===== src/common/muldiv_op_pkg.sv =====
`default_nettype none

package muldiv_op_pkg;

   // raw 8051 opcode byte
   typedef logic [7:0] op_t;

   ////////////////////////////////////////
   // supported opcodes

   localparam op_t OP_MUL = 8'hA4;   // mul ab
   localparam op_t OP_DIV = 8'h84;   // div ab

endpackage

`default_nettype wire


===== src/common/muldiv_types_pkg.sv =====
`default_nettype none

package muldiv_types_pkg;

   ////////////////////////////////////////
   // operand and result widths

   localparam int BYTE_W = 8;               // one 8051 register

   typedef logic [BYTE_W-1:0]   byte_t;     // A, B, quotient, remainder
   typedef logic [2*BYTE_W-1:0] word_t;     // full MUL AB product

   ////////////////////////////////////////
   // divider iteration

   // one step per dividend bit
   localparam int DIV_STEPS = BYTE_W;

   typedef logic [$clog2(DIV_STEPS)-1:0] step_cnt_t;

endpackage

`default_nettype wire

===== src/source/muldiv_top.sv =====
`timescale 1ns/1ps
`default_nettype none

// stand-alone MUL AB / DIV AB unit

module muldiv_top (
   input  logic                    i_clk,
   input  logic                    i_nrst,
   input  logic                    i_start,
   input  muldiv_op_pkg::op_t      i_op,
   input  muldiv_types_pkg::byte_t i_a,
   input  muldiv_types_pkg::byte_t i_b,
   output muldiv_types_pkg::byte_t o_acc,
   output muldiv_types_pkg::byte_t o_b,
   output logic                    o_ov,
   output logic                    o_busy,
   output logic                    o_done
);

   import muldiv_types_pkg::*;

   ////////////////////////////////////////
   // sequencer to engines

   logic  mul_start;
   logic  div_start;
   byte_t opa;
   byte_t opb;
   word_t product;
   logic  mul_done;
   byte_t quotient;
   byte_t remainder;
   logic  div_done;

   muldiv_sequencer u_seq (
      .i_clk       (i_clk),
      .i_nrst      (i_nrst),
      .i_start     (i_start),
      .i_op        (i_op),
      .i_a         (i_a),
      .i_b         (i_b),
      .i_product   (product),
      .i_mul_done  (mul_done),
      .i_quotient  (quotient),
      .i_remainder (remainder),
      .i_div_done  (div_done),
      .o_mul_start (mul_start),
      .o_div_start (div_start),
      .o_opa       (opa),
      .o_opb       (opb),
      .o_acc       (o_acc),
      .o_b         (o_b),
      .o_ov        (o_ov),
      .o_busy      (o_busy),
      .o_done      (o_done)
   );

   ////////////////////////////////////////
   // engines, side by side

   mul_unit u_mul (
      .i_clk     (i_clk),
      .i_nrst    (i_nrst),
      .i_start   (mul_start),
      .i_opa     (opa),
      .i_opb     (opb),
      .o_product (product),
      .o_done    (mul_done)
   );

   div_unit u_div (
      .i_clk       (i_clk),
      .i_nrst      (i_nrst),
      .i_start     (div_start),
      .i_opa       (opa),
      .i_opb       (opb),
      .o_quotient  (quotient),
      .o_remainder (remainder),
      .o_done      (div_done)
   );

endmodule

`default_nettype wire


===== src/source/muldiv_sequencer.sv =====
`timescale 1ns/1ps
`default_nettype none

// accepts MUL AB / DIV AB, runs one engine, registers A, B and OV

module muldiv_sequencer (
   input  logic                    i_clk,
   input  logic                    i_nrst,
   input  logic                    i_start,
   input  muldiv_op_pkg::op_t      i_op,
   input  muldiv_types_pkg::byte_t i_a,
   input  muldiv_types_pkg::byte_t i_b,
   input  muldiv_types_pkg::word_t i_product,
   input  logic                    i_mul_done,
   input  muldiv_types_pkg::byte_t i_quotient,
   input  muldiv_types_pkg::byte_t i_remainder,
   input  logic                    i_div_done,
   output logic                    o_mul_start,
   output logic                    o_div_start,
   output muldiv_types_pkg::byte_t o_opa,
   output muldiv_types_pkg::byte_t o_opb,
   output muldiv_types_pkg::byte_t o_acc,
   output muldiv_types_pkg::byte_t o_b,
   output logic                    o_ov,
   output logic                    o_busy,
   output logic                    o_done
);

   import muldiv_types_pkg::*;
   import muldiv_op_pkg::*;

   ////////////////////////////////////////
   // decode

   logic  is_mul;
   logic  is_div;
   logic  accept;
   logic  use_div;      // engine picked at accept
   logic  eng_done;
   logic  finish;
   byte_t res_acc;
   byte_t res_b;
   logic  res_ov;

   assign is_mul = (i_op == OP_MUL);
   assign is_div = (i_op == OP_DIV);

   // unknown opcodes and starts while busy fall through here
   assign accept = i_start & ~o_busy & (is_mul | is_div);

   assign eng_done = use_div ? i_div_done : i_mul_done;
   assign finish   = o_busy & eng_done;

   ////////////////////////////////////////
   // result select

   always_comb begin
      if (use_div) begin
         res_acc = i_quotient;
         res_b   = i_remainder;
         res_ov  = (o_opb == '0);                    // divide by zero
      end else begin
         res_acc = i_product[BYTE_W-1:0];
         res_b   = i_product[2*BYTE_W-1:BYTE_W];
         res_ov  = (i_product[2*BYTE_W-1:BYTE_W] != '0);   // product above FFh
      end
   end

   ////////////////////////////////////////
   // control

   always_ff @(posedge i_clk or negedge i_nrst) begin
      if (!i_nrst) begin
         o_busy      <= 1'b0;
         o_done      <= 1'b0;
         o_mul_start <= 1'b0;
         o_div_start <= 1'b0;
         use_div     <= 1'b0;
      end else begin
         o_mul_start <= accept & is_mul;     // one cycle pulses
         o_div_start <= accept & is_div;
         o_done      <= finish;
         if (accept) begin
            o_busy  <= 1'b1;
            use_div <= is_div;
         end else if (finish) begin
            o_busy <= 1'b0;
         end
      end
   end

   // operands stay put until the engine answers
   always_ff @(posedge i_clk) begin
      if (accept) begin
         o_opa <= i_a;
         o_opb <= i_b;
      end
   end

   ////////////////////////////////////////
   // output registers

   always_ff @(posedge i_clk or negedge i_nrst) begin
      if (!i_nrst) begin
         o_acc <= '0;
         o_b   <= '0;
         o_ov  <= 1'b0;
      end else if (finish) begin
         o_acc <= res_acc;
         o_b   <= res_b;
         o_ov  <= res_ov;
      end
   end

endmodule

`default_nettype wire


===== src/source/div_unit.sv =====
`timescale 1ns/1ps
`default_nettype none

// restoring divider, one quotient bit per cycle, msb first

module div_unit (
   input  logic                    i_clk,
   input  logic                    i_nrst,
   input  logic                    i_start,
   input  muldiv_types_pkg::byte_t i_opa,
   input  muldiv_types_pkg::byte_t i_opb,
   output muldiv_types_pkg::byte_t o_quotient,
   output muldiv_types_pkg::byte_t o_remainder,
   output logic                    o_done
);

   import muldiv_types_pkg::*;

   ////////////////////////////////////////
   // signals

   byte_t           dividend;   // shifts left, msb feeds the remainder
   byte_t           divisor;    // own copy for the whole run
   byte_t           quotient;
   logic [BYTE_W:0] part_rem;
   logic [BYTE_W:0] shifted;
   logic [BYTE_W:0] wide_div;
   logic            fits;
   step_cnt_t       step_cnt;
   logic            run;

   assign shifted  = {part_rem[BYTE_W-1:0], dividend[BYTE_W-1]};
   assign wide_div = {1'b0, divisor};

   // zero divisor always fits, giving FFh and the dividend back
   assign fits = (shifted >= wide_div);

   ////////////////////////////////////////
   // step counter

   always_ff @(posedge i_clk or negedge i_nrst) begin
      if (!i_nrst) begin
         run      <= 1'b0;
         step_cnt <= '0;
         o_done   <= 1'b0;
      end else begin
         o_done <= 1'b0;
         if (i_start) begin
            run      <= 1'b1;
            step_cnt <= step_cnt_t'(DIV_STEPS - 1);
         end else if (run) begin
            if (step_cnt == '0) begin
               run    <= 1'b0;
               o_done <= 1'b1;    // last step and done on one edge
            end else begin
               step_cnt <= step_cnt - 1'b1;
            end
         end
      end
   end

   ////////////////////////////////////////
   // datapath

   always_ff @(posedge i_clk) begin
      if (i_start) begin
         dividend <= i_opa;
         divisor  <= i_opb;
         part_rem <= '0;
         quotient <= '0;
      end else if (run) begin
         part_rem <= fits ? (shifted - wide_div) : shifted;
         quotient <= {quotient[BYTE_W-2:0], fits};
         dividend <= {dividend[BYTE_W-2:0], 1'b0};
      end
   end

   assign o_quotient  = quotient;
   assign o_remainder = part_rem[BYTE_W-1:0];   // top bit is spent after restore

endmodule

`default_nettype wire


===== src/source/mul_unit.sv =====
`timescale 1ns/1ps
`default_nettype none

// multiplies by adding B once per cycle for A cycles

module mul_unit (
   input  logic                    i_clk,
   input  logic                    i_nrst,
   input  logic                    i_start,
   input  muldiv_types_pkg::byte_t i_opa,
   input  muldiv_types_pkg::byte_t i_opb,
   output muldiv_types_pkg::word_t o_product,
   output logic                    o_done
);

   import muldiv_types_pkg::*;

   ////////////////////////////////////////
   // signals

   byte_t count;        // additions still to do
   logic  add_en;
   logic  last_add;
   word_t product;
   word_t addend;

   assign add_en   = (count != '0);
   assign last_add = add_en & (count == byte_t'(1));
   assign addend   = {{BYTE_W{1'b0}}, i_opb};   // B held by the sequencer

   ////////////////////////////////////////
   // control

   always_ff @(posedge i_clk or negedge i_nrst) begin
      if (!i_nrst) begin
         count  <= '0;
         o_done <= 1'b0;
      end else begin
         o_done <= 1'b0;
         if (i_start) begin
            count  <= i_opa;
            o_done <= (i_opa == '0);      // A of zero finishes at once
         end else if (add_en) begin
            count <= count - 1'b1;
            if (last_add) begin
               o_done <= 1'b1;            // final add lands with done
            end
         end
      end
   end

   ////////////////////////////////////////
   // accumulator

   always_ff @(posedge i_clk) begin
      if (i_start) begin
         product <= '0;
      end else if (add_en) begin
         product <= product + addend;
      end
   end

   // held until the next start
   assign o_product = product;

endmodule

`default_nettype wire


===== config.mk =====
export PLATFORM = sky130hd
export DESIGN_NAME = muldiv_top
export DESIGN_NICKNAME = d
export VERILOG_FILES = /design/src/common/muldiv_op_pkg.sv /design/src/common/muldiv_types_pkg.sv /design/src/source/muldiv_top.sv /design/src/source/muldiv_sequencer.sv /design/src/source/div_unit.sv /design/src/source/mul_unit.sv
export SDC_FILE = /design/constraint.sdc
export NUM_CORES = 1
export LEC_CHECK = 0
export ABC_AREA = 1
export BUFFER_PORTS_ARGS = -buffer_cell sky130_fd_sc_hd__buf_4
export CAP_MARGIN = 20
export CORE_UTILIZATION = 55
export DETAILED_ROUTE_END_ITERATION = 16
export PLACE_DENSITY = 0.75
export SYNTH_ARGS = -nofsm -noshare
export SYNTH_HDL_FRONTEND = slang
export SYNTH_SLANG_ARGS = --single-unit

===== constraint.sdc =====
create_clock -name i_clk -period 3.6 [get_ports i_clk]
set_input_delay 1.08 -clock i_clk [delete_from_list [all_inputs] [get_ports i_clk]]
set_output_delay 1.08 -clock i_clk [all_outputs]
set_load 0.005 [all_outputs]

==> results.ini <==
[outcome]
status=completed

[worst_setup_path]
r2r_start=u_seq.o_div_start
end_kind=register
critPathMaxFanout=15
start_kind=register
r2r-end=u_div.dividend[7]
r2r_slack_ns=1.29
path_class=reg -> reg
crit_arrival_ns=2.26
reg2reg_depth=2
worstPathRequired_ns=3.56

[detailed_routing]
avgViaCountPerCell=5.46
dr.pass1.iters=5
wl_per_cell_um=14.2
drt_iter0_drc=201
drt-total-wl_um=10500
drtAntennaViolNets=0
vias=4022
drc=0

[floorplanning]
die_h_um=97.1
die_x_um=97.1
io_pins=46
core_mm2=0.00872
start_util_pct=57.0
die-area_mm2=0.00942
std_cell_rows=34

[placed_design]
port_buffers=45
dp_cells=720
place.gp.congestion=0.916
post_dp_cell_area_mm2=0.00536
hpwl_um=8070

[pwr]
switching_share_pct=35.6
p_sw_uw=1050
pwr-share-clk_pct=21.8
p_seq_share_pct=50.8
p_int_uw=1900
p_leak_uw=0.00275
p_per_area_mw_per_mm2=534
vdd_ir_drop_max_v=0.000375
pwr-share-comb_pct=27.3

[layout]
final_cell_mix=162 x nand2_1, 67 x inv_1, 57 x nor2_1
drive_above_1_share_pct=12.3
fin_util_pct=63.4
diodes=0
nNetsFinal=673
stdcell_count=736
fin_area_mm2=0.00553
layout-area-overhead-vs-synth_pct=11.3
final_common_cell=nand2_1
fillers=761

[sta]
skew_ns=0.00660
drv_slew=0
timing.fmax_ghz=0.433
post-route-period-util_pct=64.1
worst_slew_pin_slew_ns=0.745
rsz0062_at_grt=false
setup_violations=0
timing.hold.ws_ns=0.467
hold_violations=0
period_minus_slack_ns=2.31
slew_headroom_pct=50.1
finalSetupTns_ns=0

[synthesis]
synth_area_mm2=0.00497
synth_top_area_share_pct=19.3
synth_cell_types=44
async_flop_share_pct=36.0
ys_seq_area_share_pct=50.4
ys_ff_latch=100
yosys.area.top_type=edfxtp_1
synth-edff-count=32
synthTopCellsByArea=edfxtp_1 19%, dfrtp_1 18%, dfxtp_1 13%
synthCells=578
yosys_warnings=0
synthFlopType=dfrtp_1
synthesis.nets=628
syn_avg_cell_area_um2=8.60

[global_route]
grt_first_pass_wirelength_um=17700
grt_max_degree=37
grt_pass1_vias=3885
global_route.usage.total_pct=23.5
grt_antenna_before_repair=0
overflow=0

[clock_tree]
cts.sinks=100
cts_root_buf=clkbuf_8
cts_resized=0
cts_tree=done
clk_latency_ns=0.36
clk_pin_slew_ns=0.09
cts-buffers-inserted=9
h-tree-depth=3
clockBufferDepth=2
cts_setup_buffers=0
holdBufCountCts=0

[min_path]
worstHoldEndpoint=u_seq.o_acc[0]
hp-start=u_div.o_quotient[0]
holdPathStages=2
hold_class=reg -> reg

[job]
maxCapViolations=0

worst max-delay path, cell delays in order (launching register included):
cell	delay [ns]
dfrtp_1	0.59
nor2_1	0.66
clkinv_1	0.64
power by group through the flow:
stage / logic (uW) / clock network [uW] / registers, uW
6_report: 807 / 644 / 1500
5_1_grt: 930 / 701 / 1520
4_1_cts: 802 / 659 / 1500
3_5_place_dp: 792 / 0 / 1520
3_3_place_gp: 754 / 0 / 1520
2_1_floorplan: 626 / 0 / 1450
cells in the mapped netlist (2+ instances only):
cell,n
nand4_1,5
nand3_1,33
inv_1,67
ha_1,21
dfxtp_1,32
o221ai_1,2
nor4_1,3
xnor2_1,4
clkbuf_1,4
edfxtp_1,32
nor3_1,4
o21ai_0,24
nand2_2,3
xor2_1,7
o21bai_1,4
nand3b_1,4
a31oi_1,18
clkinv_1,3
nand2_1,162
nor2_4,5
a22o_1,2
or2_2,2
a21oi_1,15
fa_1,2
nor2_1,57
dfrtp_1,36
o22ai_1,7
buf_6,4
flip-flops by register name, indices dropped and copies added (netlist names):
register,count
u_div.dividend,8
u_div.divisor,8
u_div.o_done,1
u_div.o_quotient,8
u_div.part_rem,8
u_div.run,1
u_div.step_cnt,3
u_mul.count,8
u_mul.o_done,1
u_mul.o_product,16
u_seq.o_acc,8
u_seq.o_b,8
u_seq.o_busy,1
u_seq.o_div_start,1
u_seq.o_done,1
u_seq.o_mul_start,1
u_seq.o_opa,8
u_seq.o_opb,8
u_seq.o_ov,1
u_seq.use_div,1
kinds of logic after synthesis:
| family | count (synthesis) | synth area share [%] |
|---|---|---|
| AOI/OAI and AO/OA | 79 | 9.67 |
| and+or+nand+nor | 282 | 24.6 |
| muxes | 1 | 0.201 |
| xor gates and xnor gates | 11 | 1.94 |
| adders and majority gates | 23 | 6.09 |
| buffers and inverters | 82 | 7.15 |
| DFF | 100 | 50.4 |
area by class of cell:
cell class / count / area, um2 / share of cell area [%]
Inverter: 71 / 269 / 4.86
Timing Repair Buffer: 45 / 338 / 6.11
Sequential cell: 100 / 2500 / 45.2
Clock buffer: 9 / 124 / 2.24
Clock inverter: 7 / 50.0 / 0.905
Multi-Input combinational cell: 396 / 2110 / 38.2
Tap cell: 108 / 135 / 2.44
how the worst max path moves through the flow:
stage                                  from             endpoint  slack (ns)  cells past startpoint
final                     u_seq.o_div_start    u_div.dividend[7]        1.29                      2
after floorplan                     i_op[1]       u_seq.o_opa[0]        1.38                      3
after CTS                 u_seq.o_div_start    u_div.dividend[7]        1.28                      2
after global routing      u_seq.o_div_start  u_div.o_quotient[0]        0.99                      3
after detailed placement            i_op[1]       u_seq.o_opb[7]        0.98                      4
after global placement              i_op[1]       u_seq.o_opb[7]        1.04                      4
through the flow:
stage	power, uW	setup slack (ns)
floorplan	2080	1.38
global placement	2270	1.04
detailed placement	2310	0.982
CTS	2960	1.28
global route	3150	0.987
finish	2950	1.29
metal layers:
metal	vias up	GRT usage, %	wire length, um	share of wire (%)
li1	1999	-	-	-
met3	19	4.68	447	4.3
met4	0	7.58	215	2.1
met2	97	39.7	5100	49
met1	1907	30.5	4720	45
met5	-	0	0	0
No activity file was read; power rests on OpenSTA's default activity.
